===== src/verilog/cpu_pkg.sv =====
package cpu_pkg;

        // datapath width and register file geometry
        localparam int xlen       = 16;
        localparam int reg_count  = 16;
        localparam int reg_addr_w = 4;

        // immediate widths, imm4 is the low nibble of the imm8 field
        localparam int imm8_w = 8;
        localparam int imm4_w = 4;

        // instructions are two bytes apart
        localparam logic [xlen-1:0] pc_step = 16'd2;

        // instruction word layout
        localparam int op_hi   = 15;
        localparam int op_lo   = 12;
        localparam int rd_hi   = 11;
        localparam int rd_lo   = 8;
        localparam int rs1_hi  = 7;
        localparam int rs1_lo  = 4;
        localparam int rs2_hi  = 3;
        localparam int rs2_lo  = 0;
        localparam int imm8_hi = 7;
        localparam int imm8_lo = 0;

        // opcodes, 7 and 13..15 are unused and run as nop
        typedef enum logic [3:0] {
                op_add  = 4'd0,
                op_grt  = 4'd1,
                op_sub  = 4'd2,
                op_eq   = 4'd3,
                op_jalr = 4'd4,
                op_lui  = 4'd5,
                op_jal  = 4'd6,
                op_addi = 4'd8,
                op_lw   = 4'd9,
                op_sw   = 4'd10,
                op_bne  = 4'd11,
                op_wri  = 4'd12
        } opcode_t;

        typedef enum logic [2:0] {alu_add, alu_sub, alu_gt, alu_eq, alu_lui} alu_op_t;

        // read port b address source
        typedef enum logic {b_rs2, b_rd} b_sel_t;

        // register writeback source
        typedef enum logic [1:0] {wb_alu, wb_mem, wb_link} wb_sel_t;

        typedef enum logic [1:0] {pc_seq, pc_jal, pc_jalr, pc_bne} pc_sel_t;

endpackage


===== src/verilog/ctrl_if.sv =====
`timescale 1ns/1ps

interface ctrl_if;

        cpu_pkg::alu_op_t alu_op;
        // 1 picks sign extended imm4, 0 picks read port b
        logic             alu_src;
        logic             reg_write;
        logic             mem_read;
        logic             mem_write;
        // wri request on the output port
        logic             out_write;
        cpu_pkg::b_sel_t  b_sel;
        cpu_pkg::wb_sel_t wb_sel;
        cpu_pkg::pc_sel_t pc_sel;

        // decoder is the only driver
        modport decoder (
                output alu_op, alu_src, reg_write, mem_read, mem_write,
                       out_write, b_sel, wb_sel, pc_sel
        );

        // datapath blocks only look at the controls
        modport user (
                input alu_op, alu_src, reg_write, mem_read, mem_write,
                      out_write, b_sel, wb_sel, pc_sel
        );

endinterface


===== src/verilog/control_decoder.sv =====
`timescale 1ns/1ps

module control_decoder (
        input  cpu_pkg::opcode_t op,
        ctrl_if.decoder          ctrl
);

        always_comb begin
                // nop defaults, every write off and pc steps by two
                ctrl.alu_op    = cpu_pkg::alu_add;
                ctrl.alu_src   = 1'b0;
                ctrl.reg_write = 1'b0;
                ctrl.mem_read  = 1'b0;
                ctrl.mem_write = 1'b0;
                ctrl.out_write = 1'b0;
                ctrl.b_sel     = cpu_pkg::b_rs2;
                ctrl.wb_sel    = cpu_pkg::wb_alu;
                ctrl.pc_sel    = cpu_pkg::pc_seq;

                case (op)
                        cpu_pkg::op_add: begin
                                // rd = rs1 + rs2
                                ctrl.reg_write = 1'b1;
                        end
                        cpu_pkg::op_sub: begin
                                ctrl.alu_op    = cpu_pkg::alu_sub;
                                ctrl.reg_write = 1'b1;
                        end
                        cpu_pkg::op_grt: begin
                                // unsigned rs1 > rs2 gives 1 or 0
                                ctrl.alu_op    = cpu_pkg::alu_gt;
                                ctrl.reg_write = 1'b1;
                        end
                        cpu_pkg::op_eq: begin
                                ctrl.alu_op    = cpu_pkg::alu_eq;
                                ctrl.reg_write = 1'b1;
                        end
                        cpu_pkg::op_jal: begin
                                // rd gets return address, pc jumps by imm8 words
                                ctrl.reg_write = 1'b1;
                                ctrl.wb_sel    = cpu_pkg::wb_link;
                                ctrl.pc_sel    = cpu_pkg::pc_jal;
                        end
                        cpu_pkg::op_jalr: begin
                                // target is rs1 + imm4, computed in the sequencer
                                ctrl.alu_src   = 1'b1;
                                ctrl.reg_write = 1'b1;
                                ctrl.wb_sel    = cpu_pkg::wb_link;
                                ctrl.pc_sel    = cpu_pkg::pc_jalr;
                        end
                        cpu_pkg::op_addi: begin
                                ctrl.alu_src   = 1'b1;
                                ctrl.reg_write = 1'b1;
                        end
                        cpu_pkg::op_lui: begin
                                // imm8 into the upper byte
                                ctrl.alu_op    = cpu_pkg::alu_lui;
                                ctrl.alu_src   = 1'b1;
                                ctrl.reg_write = 1'b1;
                        end
                        cpu_pkg::op_lw: begin
                                // address rs1 + imm4, data lands in rd
                                ctrl.alu_src   = 1'b1;
                                ctrl.reg_write = 1'b1;
                                ctrl.mem_read  = 1'b1;
                                ctrl.wb_sel    = cpu_pkg::wb_mem;
                        end
                        cpu_pkg::op_sw: begin
                                // store data comes from the rd field
                                ctrl.alu_src   = 1'b1;
                                ctrl.mem_write = 1'b1;
                                ctrl.b_sel     = cpu_pkg::b_rd;
                        end
                        cpu_pkg::op_bne: begin
                                // compare rs1 against rd
                                ctrl.b_sel  = cpu_pkg::b_rd;
                                ctrl.pc_sel = cpu_pkg::pc_bne;
                        end
                        cpu_pkg::op_wri: begin
                                // rd value goes out on the output port
                                ctrl.out_write = 1'b1;
                                ctrl.b_sel     = cpu_pkg::b_rd;
                        end
                        default: begin
                                // undecoded opcode keeps the nop defaults
                                ctrl.reg_write = 1'b0;
                        end
                endcase
        end

endmodule


===== src/verilog/register_file.sv =====
`timescale 1ns/1ps

module register_file (
        input  logic                           clk,
        input  logic                           rst_n,
        input  logic [cpu_pkg::reg_addr_w-1:0] rs1_addr,
        input  logic [cpu_pkg::reg_addr_w-1:0] rd_addr,
        // rs2 field, swapped for rd when b_sel asks
        input  logic [cpu_pkg::reg_addr_w-1:0] b_addr,
        // alu result
        input  logic [cpu_pkg::xlen-1:0]       wdata,
        input  logic [cpu_pkg::xlen-1:0]       mem_rdata,
        input  logic [cpu_pkg::xlen-1:0]       link,
        input  logic                           commit,
        output logic [cpu_pkg::xlen-1:0]       a_data,
        output logic [cpu_pkg::xlen-1:0]       b_data,
        ctrl_if.user                           ctrl
);

        logic [cpu_pkg::xlen-1:0]       regs [cpu_pkg::reg_count];
        logic [cpu_pkg::reg_addr_w-1:0] b_idx;
        logic [cpu_pkg::xlen-1:0]       wb_data;

        // sw, bne and wri read rd on port b
        assign b_idx = (ctrl.b_sel == cpu_pkg::b_rd) ? rd_addr : b_addr;

        // r0 is hardwired to zero on both ports
        assign a_data = (rs1_addr == '0) ? '0 : regs[rs1_addr];
        assign b_data = (b_idx == '0) ? '0 : regs[b_idx];

        always_comb begin
                case (ctrl.wb_sel)
                        cpu_pkg::wb_mem:  wb_data = mem_rdata;
                        cpu_pkg::wb_link: wb_data = link;
                        default:          wb_data = wdata;
                endcase
        end

        // write only on the retiring edge
        always_ff @(posedge clk) begin
                if (!rst_n) begin
                        for (int i = 0; i < cpu_pkg::reg_count; i++) begin
                                regs[i] <= '0;
                        end
                end else if (ctrl.reg_write && commit) begin
                        regs[rd_addr] <= wb_data;
                end
        end

endmodule


===== src/verilog/alu.sv =====
`timescale 1ns/1ps

module alu (
        input  logic [cpu_pkg::xlen-1:0]   a,
        input  logic [cpu_pkg::xlen-1:0]   b,
        input  logic [cpu_pkg::imm8_w-1:0] imm8,
        ctrl_if.user                       ctrl,
        output logic [cpu_pkg::xlen-1:0]   result
);

        logic [cpu_pkg::xlen-1:0] imm4_ext;
        logic [cpu_pkg::xlen-1:0] operand_b;

        // low nibble of imm8, sign extended
        assign imm4_ext = {{(cpu_pkg::xlen - cpu_pkg::imm4_w){imm8[cpu_pkg::imm4_w-1]}},
                           imm8[cpu_pkg::imm4_w-1:0]};

        assign operand_b = ctrl.alu_src ? imm4_ext : b;

        always_comb begin
                result = '0;
                case (ctrl.alu_op)
                        cpu_pkg::alu_add: begin
                                result = a + operand_b;
                        end
                        cpu_pkg::alu_sub: begin
                                result = a - operand_b;
                        end
                        cpu_pkg::alu_gt: begin
                                // unsigned compare, flag in bit 0
                                result[0] = (a > operand_b);
                        end
                        cpu_pkg::alu_eq: begin
                                result[0] = (a == operand_b);
                        end
                        cpu_pkg::alu_lui: begin
                                // imm8 shifted into the upper byte
                                result = {imm8, {(cpu_pkg::xlen - cpu_pkg::imm8_w){1'b0}}};
                        end
                        default: begin
                                result = '0;
                        end
                endcase
        end

endmodule


===== src/verilog/pc_sequencer.sv =====
`timescale 1ns/1ps

module pc_sequencer (
        input  logic                       clk,
        input  logic                       rst_n,
        ctrl_if.user                       ctrl,
        input  logic [cpu_pkg::imm8_w-1:0] imm8,
        input  logic [cpu_pkg::xlen-1:0]   rs1_val,
        input  logic [cpu_pkg::xlen-1:0]   bne_taken_a,
        input  logic [cpu_pkg::xlen-1:0]   bne_taken_b,
        input  logic                       mem_ready,
        input  logic                       out_ready,
        output logic [cpu_pkg::xlen-1:0]   pc,
        output logic [cpu_pkg::xlen-1:0]   link,
        output logic                       commit,
        output logic                       mem_valid,
        output logic                       out_valid
);

        logic                     run_q;
        logic                     mem_req;
        logic                     out_req;
        logic [cpu_pkg::xlen-1:0] imm4_ext;
        logic [cpu_pkg::xlen-1:0] jal_off;
        logic [cpu_pkg::xlen-1:0] bne_off;
        logic [cpu_pkg::xlen-1:0] pc_next;

        assign imm4_ext = {{(cpu_pkg::xlen - cpu_pkg::imm4_w){imm8[cpu_pkg::imm4_w-1]}},
                           imm8[cpu_pkg::imm4_w-1:0]};
        // branch offsets count instruction words
        assign jal_off  = {{(cpu_pkg::xlen - cpu_pkg::imm8_w - 1){imm8[cpu_pkg::imm8_w-1]}},
                           imm8, 1'b0};
        assign bne_off  = {imm4_ext[cpu_pkg::xlen-2:0], 1'b0};

        assign link = pc + cpu_pkg::pc_step;

        // no request until the core runs, so valids stay low through reset
        assign mem_req   = run_q && (ctrl.mem_read || ctrl.mem_write);
        assign out_req   = run_q && ctrl.out_write;
        assign mem_valid = mem_req;
        assign out_valid = out_req;

        // retire when no handshake is pending or it completes this cycle
        assign commit = run_q && (mem_req ? mem_ready : (out_req ? out_ready : 1'b1));

        always_comb begin
                case (ctrl.pc_sel)
                        cpu_pkg::pc_jal:  pc_next = pc + jal_off;
                        cpu_pkg::pc_jalr: pc_next = rs1_val + imm4_ext;
                        cpu_pkg::pc_bne: begin
                                // taken only when the compared registers differ
                                if (bne_taken_a != bne_taken_b) begin
                                        pc_next = pc + bne_off;
                                end else begin
                                        pc_next = link;
                                end
                        end
                        default:          pc_next = link;
                endcase
        end

        // pc holds under back-pressure
        always_ff @(posedge clk) begin
                if (!rst_n) begin
                        pc    <= '0;
                        run_q <= 1'b0;
                end else begin
                        run_q <= 1'b1;
                        if (commit) begin
                                pc <= pc_next;
                        end
                end
        end

endmodule


===== src/verilog/cpu_top.sv =====
`timescale 1ns/1ps

module cpu_top (
        input  logic                     clk,
        input  logic                     rst_n,
        // instruction fetch, combinational read
        output logic [cpu_pkg::xlen-1:0] imem_addr,
        input  logic [cpu_pkg::xlen-1:0] imem_data,
        // data memory, valid/ready
        output logic                     mem_valid,
        output logic                     mem_write,
        output logic [cpu_pkg::xlen-1:0] mem_addr,
        output logic [cpu_pkg::xlen-1:0] mem_wdata,
        input  logic                     mem_ready,
        input  logic [cpu_pkg::xlen-1:0] mem_rdata,
        // wri output port, valid/ready
        output logic                     out_valid,
        output logic [cpu_pkg::xlen-1:0] out_data,
        input  logic                     out_ready
);

        ctrl_if ctrl ();

        cpu_pkg::opcode_t              op;
        logic [cpu_pkg::imm8_w-1:0]    imm8;
        logic [cpu_pkg::xlen-1:0]      pc;
        logic [cpu_pkg::xlen-1:0]      link;
        logic [cpu_pkg::xlen-1:0]      a_data;
        logic [cpu_pkg::xlen-1:0]      b_data;
        logic [cpu_pkg::xlen-1:0]      alu_result;
        logic                          commit;

        assign op   = cpu_pkg::opcode_t'(imem_data[cpu_pkg::op_hi:cpu_pkg::op_lo]);
        assign imm8 = imem_data[cpu_pkg::imm8_hi:cpu_pkg::imm8_lo];

        assign imem_addr = pc;
        // load and store address is rs1 + imm4
        assign mem_addr  = alu_result;
        assign mem_write = ctrl.mem_write;
        assign mem_wdata = b_data;
        assign out_data  = b_data;

        control_decoder u_dec (
                .op   (op),
                .ctrl (ctrl)
        );

        register_file u_rf (
                .clk       (clk),
                .rst_n     (rst_n),
                .rs1_addr  (imem_data[cpu_pkg::rs1_hi:cpu_pkg::rs1_lo]),
                .rd_addr   (imem_data[cpu_pkg::rd_hi:cpu_pkg::rd_lo]),
                .b_addr    (imem_data[cpu_pkg::rs2_hi:cpu_pkg::rs2_lo]),
                .wdata     (alu_result),
                .mem_rdata (mem_rdata),
                .link      (link),
                .commit    (commit),
                .a_data    (a_data),
                .b_data    (b_data),
                .ctrl      (ctrl)
        );

        alu u_alu (
                .a      (a_data),
                .b      (b_data),
                .imm8   (imm8),
                .ctrl   (ctrl),
                .result (alu_result)
        );

        // bne compares port a (rs1) against port b (rd)
        pc_sequencer u_pcs (
                .clk         (clk),
                .rst_n       (rst_n),
                .ctrl        (ctrl),
                .imm8        (imm8),
                .rs1_val     (a_data),
                .bne_taken_a (a_data),
                .bne_taken_b (b_data),
                .mem_ready   (mem_ready),
                .out_ready   (out_ready),
                .pc          (pc),
                .link        (link),
                .commit      (commit),
                .mem_valid   (mem_valid),
                .out_valid   (out_valid)
        );

endmodule


===== config.mk =====
export PLATFORM = sky130hd
export DESIGN_NAME = cpu_top
export DESIGN_NICKNAME = d
export VERILOG_FILES = /design/src/verilog/cpu_pkg.sv /design/src/verilog/ctrl_if.sv /design/src/verilog/control_decoder.sv /design/src/verilog/register_file.sv /design/src/verilog/alu.sv /design/src/verilog/pc_sequencer.sv /design/src/verilog/cpu_top.sv
export SDC_FILE = /design/constraint.sdc
export NUM_CORES = 1
export LEC_CHECK = 0
export ABC_AREA = 1
export BUFFER_PORTS_ARGS = -buffer_cell sky130_fd_sc_hd__buf_2
export CAP_MARGIN = 40
export CELL_PAD_IN_SITES_DETAIL_PLACEMENT = 0
export CELL_PAD_IN_SITES_GLOBAL_PLACEMENT = 1
export CORE_ASPECT_RATIO = 1.75
export CORE_MARGIN = 8
export CORE_UTILIZATION = 30
export DETAILED_ROUTE_END_ITERATION = 12
export HOLD_SLACK_MARGIN = 0.08
export PLACE_DENSITY = 0.53
export RECOVER_POWER = 25
export SLEW_MARGIN = 25
export SYNTH_ARGS = -nofsm -noshare
export SYNTH_HDL_FRONTEND = slang
export SYNTH_SLANG_ARGS = --single-unit

===== constraint.sdc =====
create_clock -name clk -period 22.8 [get_ports clk]
set_clock_uncertainty 0.15 [all_clocks]
set_input_delay 6.84 -clock clk [delete_from_list [all_inputs] [get_ports clk]]
set_output_delay 6.84 -clock clk [all_outputs]
set_load 0.05 [all_outputs]

# Word level (Yosys, flattened, before mapping)

Memory sizes are Yosys's and may differ from the RTL's.
Cells that the tools add are included.

Memories: 1
Logic and storage cells: 74
Bits in registers: 17
Input port bits: 36
Output and inout port bits: 67
Memory bits (writable): 256

Reductions and logical operators: 14
Magnitude comparators: 1
$add $sub $neg: 6
Eq/ne operators: 22
Muxes and demuxes: 28

Memory list:

| name      | depth | bits a word | read ports | clocked after Yosys merged registers in | wr ports | RTL line            | source |
|---|---|---|---|---|---|---|---|
| u_rf.regs | 16    | 16          | 2          | 0                                       | 16       | register_file.sv:20 | `logic [cpu_pkg::xlen-1:0] regs [cpu_pkg::reg_count];` |

Operator list:

| cell                                                | count |
|---|---|
| two-way mux 16 bit                                  | 5 |
| adder 16 bit                                        | 4 |
| case mux 16 bit (3 select lines)                    | 1 |
| case mux 15 bit (3 select lines)                    | 1 |
| case mux 16 bit (2 select lines)                    | 1 |
| equality test 4 bit, second input constant          | 5 |
| adder 16 x 2 -> 16 bit, second input constant       | 1 |
| equality test 16 bit                                | 1 |
| > comparator 16 bit                                 | 1 |
| inequality test 16 bit                              | 1 |
| OR reduction 16 bit                                 | 1 |
| subtractor 16 bit                                   | 1 |
| two-way mux 1 bit                                   | 14 |
| equality test 4 x 3 -> 1 bit, second input constant | 3 |
| logical NOT 4 bit                                   | 3 |
| case mux 3 bit (4 select lines)                     | 1 |
| OR reduction 9 bit                                  | 1 |
| equality test 4 x 2 -> 1 bit, second input constant | 2 |
| two-way mux 4 bit                                   | 2 |
| equality test 2 bit, second input constant          | 3 |
| equality test 3 x 2 -> 1 bit, second input constant | 2 |
| case mux 2 bit (3 select lines)                     | 1 |
| OR reduction 5 bit                                  | 1 |
| equality test 2 x 1 -> 1 bit, second input constant | 2 |
| 10 further kinds                                    | 13 |

# Longest topological paths before layout

Depth after elaboration: 12
Mapped depth: 39
Gate-level depth less buffers: 37

# By module

Synthesis repeated with hierarchy kept, for this count alone.

Cell total of the unflattened synthesis: 2962
Area total of the unflattened synthesis: 21416.8 µm²

Modules (own cells, without submodules):

| module          | instances | area each (µm²) | cells an instance |
|---|---|---|---|
| register_file   | 1         | 14672.8         | 1684 |
| pc_sequencer    | 1         | 4081.4          | 765 |
| alu             | 1         | 2408.6          | 466 |
| control_decoder | 1         | 133.9           | 31 |
| cpu_top         | 1         | 120.1           | 16 |

# Worst setup path before layout

Ideal clock, no wire load.

Path kind: input-to-output
From: input port imem_data[14] (netlist name)
To: output port mem_addr[14] (netlist name)
Arrival: 11186 ps
Path slack: 4624 ps
Stages on the path: 28
Buffers on the path: 1
Cell sequence: inv_1 nand3_4 nor2_1 nor2_1 nand3_1 clkinv_1 clkbuf_1 o21ai_0 ha_1 inv_1 fa_1 nand2_1 nand2_1 a21oi_1 nor2_1 o21ai_0 nand2_1 nand2_1 nand2_1 nand2_1 nand2_1 nand2_1 o211ai_1 a21boi_0 nor2_1 nor2_1 nand2_1 nand3_1

Longest elaborated chain between the ends: 9

RTL lines:

| what                                                                  | RTL line              | source |
|---|---|---|
| start, declared                                                       | cpu_top.sv:8          | `input logic [cpu_pkg::xlen-1:0] imem_data,` |
| equality test 4 bit                                                   | control_decoder.sv:20 | `case (op)` |
| OR reduction 3 bit (no line)                                          | -                     |  |
| two-way mux 1 bit                                                     | control_decoder.sv:20 |  |
| two-way mux 4 bit                                                     | register_file.sv:25   | `assign b_idx = (ctrl.b_sel == cpu_pkg::b_rd) ? rd_addr : b_addr;` |
| memory read (16 x 16 bit) / logical NOT 4 bit (equally long branches) | -                     |  |
| two-way mux 16 bit                                                    | register_file.sv:29   | `assign b_data = (b_idx == '0) ? '0 : regs[b_idx];` |
| two-way mux 16 bit                                                    | alu.sv:18             | `assign operand_b = ctrl.alu_src ? imm4_ext : b;` |
| subtractor 16 bit / adder 16 bit (equally long branches)              | alu.sv:27, alu.sv:24  |  |
| case mux 15 bit (3 select lines) *                                    | alu.sv:22             | `case (ctrl.alu_op)` |
| end, declared                                                         | cpu_top.sv:12         | `output logic [cpu_pkg::xlen-1:0] mem_addr,` |

Mark *: on every way between the ends. The rest lies on a longest branch, timed or not.

# Worst setup path in the final report

From: input port imem_data[6] (netlist name)
To: output port mem_addr[12] (netlist name)

Longest elaborated chain between the ends: 4

RTL lines:

| what                                                                  | RTL line             | source |
|---|---|---|
| memory read (16 x 16 bit) / logical NOT 4 bit (equally long branches) | -                    |  |
| two-way mux 16 bit *                                                  | register_file.sv:28  | `assign a_data = (rs1_addr == '0) ? '0 : regs[rs1_addr];` |
| subtractor 16 bit / adder 16 bit (equally long branches)              | alu.sv:27, alu.sv:24 |  |
| case mux 15 bit (3 select lines) *                                    | alu.sv:22            |  |

Marked as above.

==> impl_metrics.json <==
{
  "status": "complete, but fails checks",
  "violations": "max-capacitance violations, max-slew violations",
  "placed_area_um2": 21420,
  "cts_resized": 0,
  "p_total_uw": 1751,
  "syn_area_per_cell_um2": 7.284,
  "drive_gt1_share_pct": 9.188,
  "ant_nets": 0,
  "cts_made_buffers": 30,
  "path_clk_slew_ps": 60,
  "fp.dieW_um": 210.8,
  "ctsHoldBuffers": 0,
  "routed_wl_um": 96490,
  "crit_start": "imem_data[6]",
  "synth_common_cells": "nand2_1, nor2_1, nand3_1, edfxtp_1, o21ai_0",
  "hold_class": "register to register",
  "worst_setup_path_end_kind": "output pin",
  "floorplan.initialDensity_pct": 30.19,
  "synth_nets": 2848,
  "synthFlopType": "edfxtp_1",
  "top_usage_layer": "met2",
  "max_slew_margin_pct": -31.04,
  "cp_max_fo": 24,
  "overflow": 0,
  "port_buffers": 102,
  "first_pass_iters": 6,
  "netlist_area_um2": 19920,
  "synth_top_area_share_pct": 38.59,
  "yosysMostFrequentCell": "nand2_1",
  "critical_path_buf_inv_count": 5,
  "clock_path_buffers": 3,
  "reg2reg_depth": 28,
  "nNetsFinal": 2886,
  "ys_seq_elements": 273,
  "postLayoutCellArea_um2": 22360,
  "met2_usage_pct": 48.03,
  "reg2reg_to": "u_rf.regs[11][12]$_SDFFCE_PN0P_",
  "ys_types": 53,
  "critPathCapture": "mem_addr[12]",
  "h-tree-depth": 1,
  "drc_errors": 0,
  "area_growth_pct": 12.25,
  "grt_pass1_vias": 19936,
  "cp_common_cell": "nand2_1",
  "cp_top_family": "buffers and inverters",
  "crit_arrival_ps": 13430,
  "path_depth": 25,
  "grt_setup_unrepaired": "false",
  "utilization_pct": 33.88,
  "cap_violations": 4,
  "grt_pass1_wl_um": 137600,
  "pin_count": 103,
  "hpwlAfterDp_um": 71050,
  "vias_per_cell": 5.347,
  "gp_congestion": 0.9270,
  "critPathKind": "input pin to output pin",
  "cts_tree": "done",
  "crit_slowest_cell": "clkbuf_1",
  "peakVddDrop_mv": 0.05330,
  "yosysWarnings": 0,
  "hold_violations": 0,
  "synthCells": 2735,
  "grt_max_degree": 70,
  "ys_top_cells_by_area": "edfxtp_1, nand2_1, nor2_1",
  "core_um2": 66000,
  "drt_iter0_markers": 1442,
  "required_ps": 15810,
  "yosys.area.top_type": "edfxtp_1",
  "min_period_over_period_pct": 89.56,
  "antenna_found_initial": 2,
  "final.min_clock_period_ps": 20420,
  "wl_per_cell_um": 26.16,
  "p_leak_uw": 0.009419,
  "finalSetupTns_ps": 0,
  "placementRows": 125,
  "p_per_area_nw_per_um2": 78.30,
  "die_y_um": 356.9,
  "dieArea_um2": 75240,
  "cts_setup_buffers": 0,
  "cpPeakStageDelay_ps": 1380,
  "setup_viol": 0,
  "grt_usage_pct": 25.15,
  "clock_sinks": 273,
  "maxSlewViolCount": 76,
  "worstSkewPairLatency_ps": 610,
  "fmax_ghz": 0.04897,
  "async_flop_share_pct": 0,
  "synth-edff-count": 256,
  "clockRootBuffer": "clkbuf_16",
  "worst_pin_slew_ps": 1966,
  "yosysSeqAreaShare_pct": 40.29,
  "gr-usage-met1_pct": 25.47,
  "vias": 19719,
  "grt_use_met3_pct": 2.482,
  "reg2reg_slack_ps": 17740,
  "timing.rr.start": "u_rf.regs[5][0]$_SDFFCE_PN0P_",
  "startpoint_type": "input pin"
}
stage by stage:
step | std cells | worst slack [ps] | hold slack, ps
2_1_floorplan | 2735 | 4624 | 462.6
3_3_place_gp | 3610 | 3139 | 392.9
3_5_place_dp | 3629 | 3255 | 388.1
4_1_cts | 3685 | 3237 | 404.2
5_1_grt | 3686 | 1934 | 402.8
6_report | 3688 | 2380 | 408.1
worst min-delay path by stage:
| stage | start | end | slack (ps) | cells past startpoint |
|---|---|---|---|---|
| CTS | u_pcs.pc[0]$_SDFFE_PN0P_ | u_pcs.pc[0]$_SDFFE_PN0P_ | 400 | 2 |
| global placement | u_pcs.pc[0]$_SDFFE_PN0P_ | u_pcs.pc[0]$_SDFFE_PN0P_ | 390 | 2 |
| global route | u_pcs.pc[0]$_SDFFE_PN0P_ | u_pcs.pc[0]$_SDFFE_PN0P_ | 400 | 2 |
| detailed placement | u_pcs.pc[0]$_SDFFE_PN0P_ | u_pcs.pc[0]$_SDFFE_PN0P_ | 390 | 2 |
| finish | u_pcs.pc[0]$_SDFFE_PN0P_ | u_pcs.pc[0]$_SDFFE_PN0P_ | 410 | 2 |
| floorplan | u_pcs.run_q$_DFF_P_ | u_pcs.pc[0]$_SDFFE_PN0P_ | 460 | 4 |
tightest hold or removal path: cells and delay by family, from the launching register on:
family | cells | cell delay (ps)
flops | 1 | 320
compound gates | 1 | 80
buf+inv | 1 | 110
layout by cell type, fill, tap and decap left out, types with 6 or more instances in the layout:
cell type  count
clkbuf_16     30
nor3_1        22
inv_2         15
ha_1          73
buf_4         50
nand2_4        9
o211ai_1      31
buf_2         81
dfxtp_1       17
clkinv_2       9
o21bai_1       9
o21ai_1       14
nand4_1        7
o21ai_0      206
clkinv_1       7
nand3b_1      11
inv_1        204
buf_8         11
nand2_2        6
a21oi_1      152
clkbuf_1      31
nand3_1      304
nor2_1       476
nand2_1      621
or2_2          9
o221ai_1      16
o22ai_1       19
xor2_1        24
edfxtp_1     256
final cells by class:
type	count	area [um^2]
Fill cell	7205	43640
Multi-Input combinational cell	2067	10180
Sequential cell	273	8028
Timing Repair Buffer	178	1191
Tap cell	889	1112
Inverter	223	839.6
Clock buffer	31	754.5
Clock inverter	25	251.5
Antenna cell	2	5.005
state kept, by name (all words and copies together), names as in the netlist:
name / cells
u_pcs.pc: 16
u_pcs.run_q: 1
u_rf.regs: 256
metal layers:
layer / up-vias / wire, um
li1: 9241 / -
met1: 9566 / 33660
met2: 696 / 51190
met3: 216 / 4143
met4: 0 / 7491
met5: - / 0
cell families after synthesis:
kind of cell,Yosys count,share of synthesized area (%)
AOI/OAI and AO/OA,479,13.50
xor gates and xnor gates,30,1.319
adders and majority gates,77,4.987
buffers and inverters,395,8.786
DFF,273,40.29
and+or+nand+nor,1481,31.11
power by group:
| group | internal, uW | total (uW) | switching (uW) |
|---|---|---|---|
| registers | 566 | 579 | 12.9 |
| clock network | 287 | 518 | 231 |
| logic | 155 | 654 | 499 |
No activity file was read; power rests on OpenSTA's default activity.
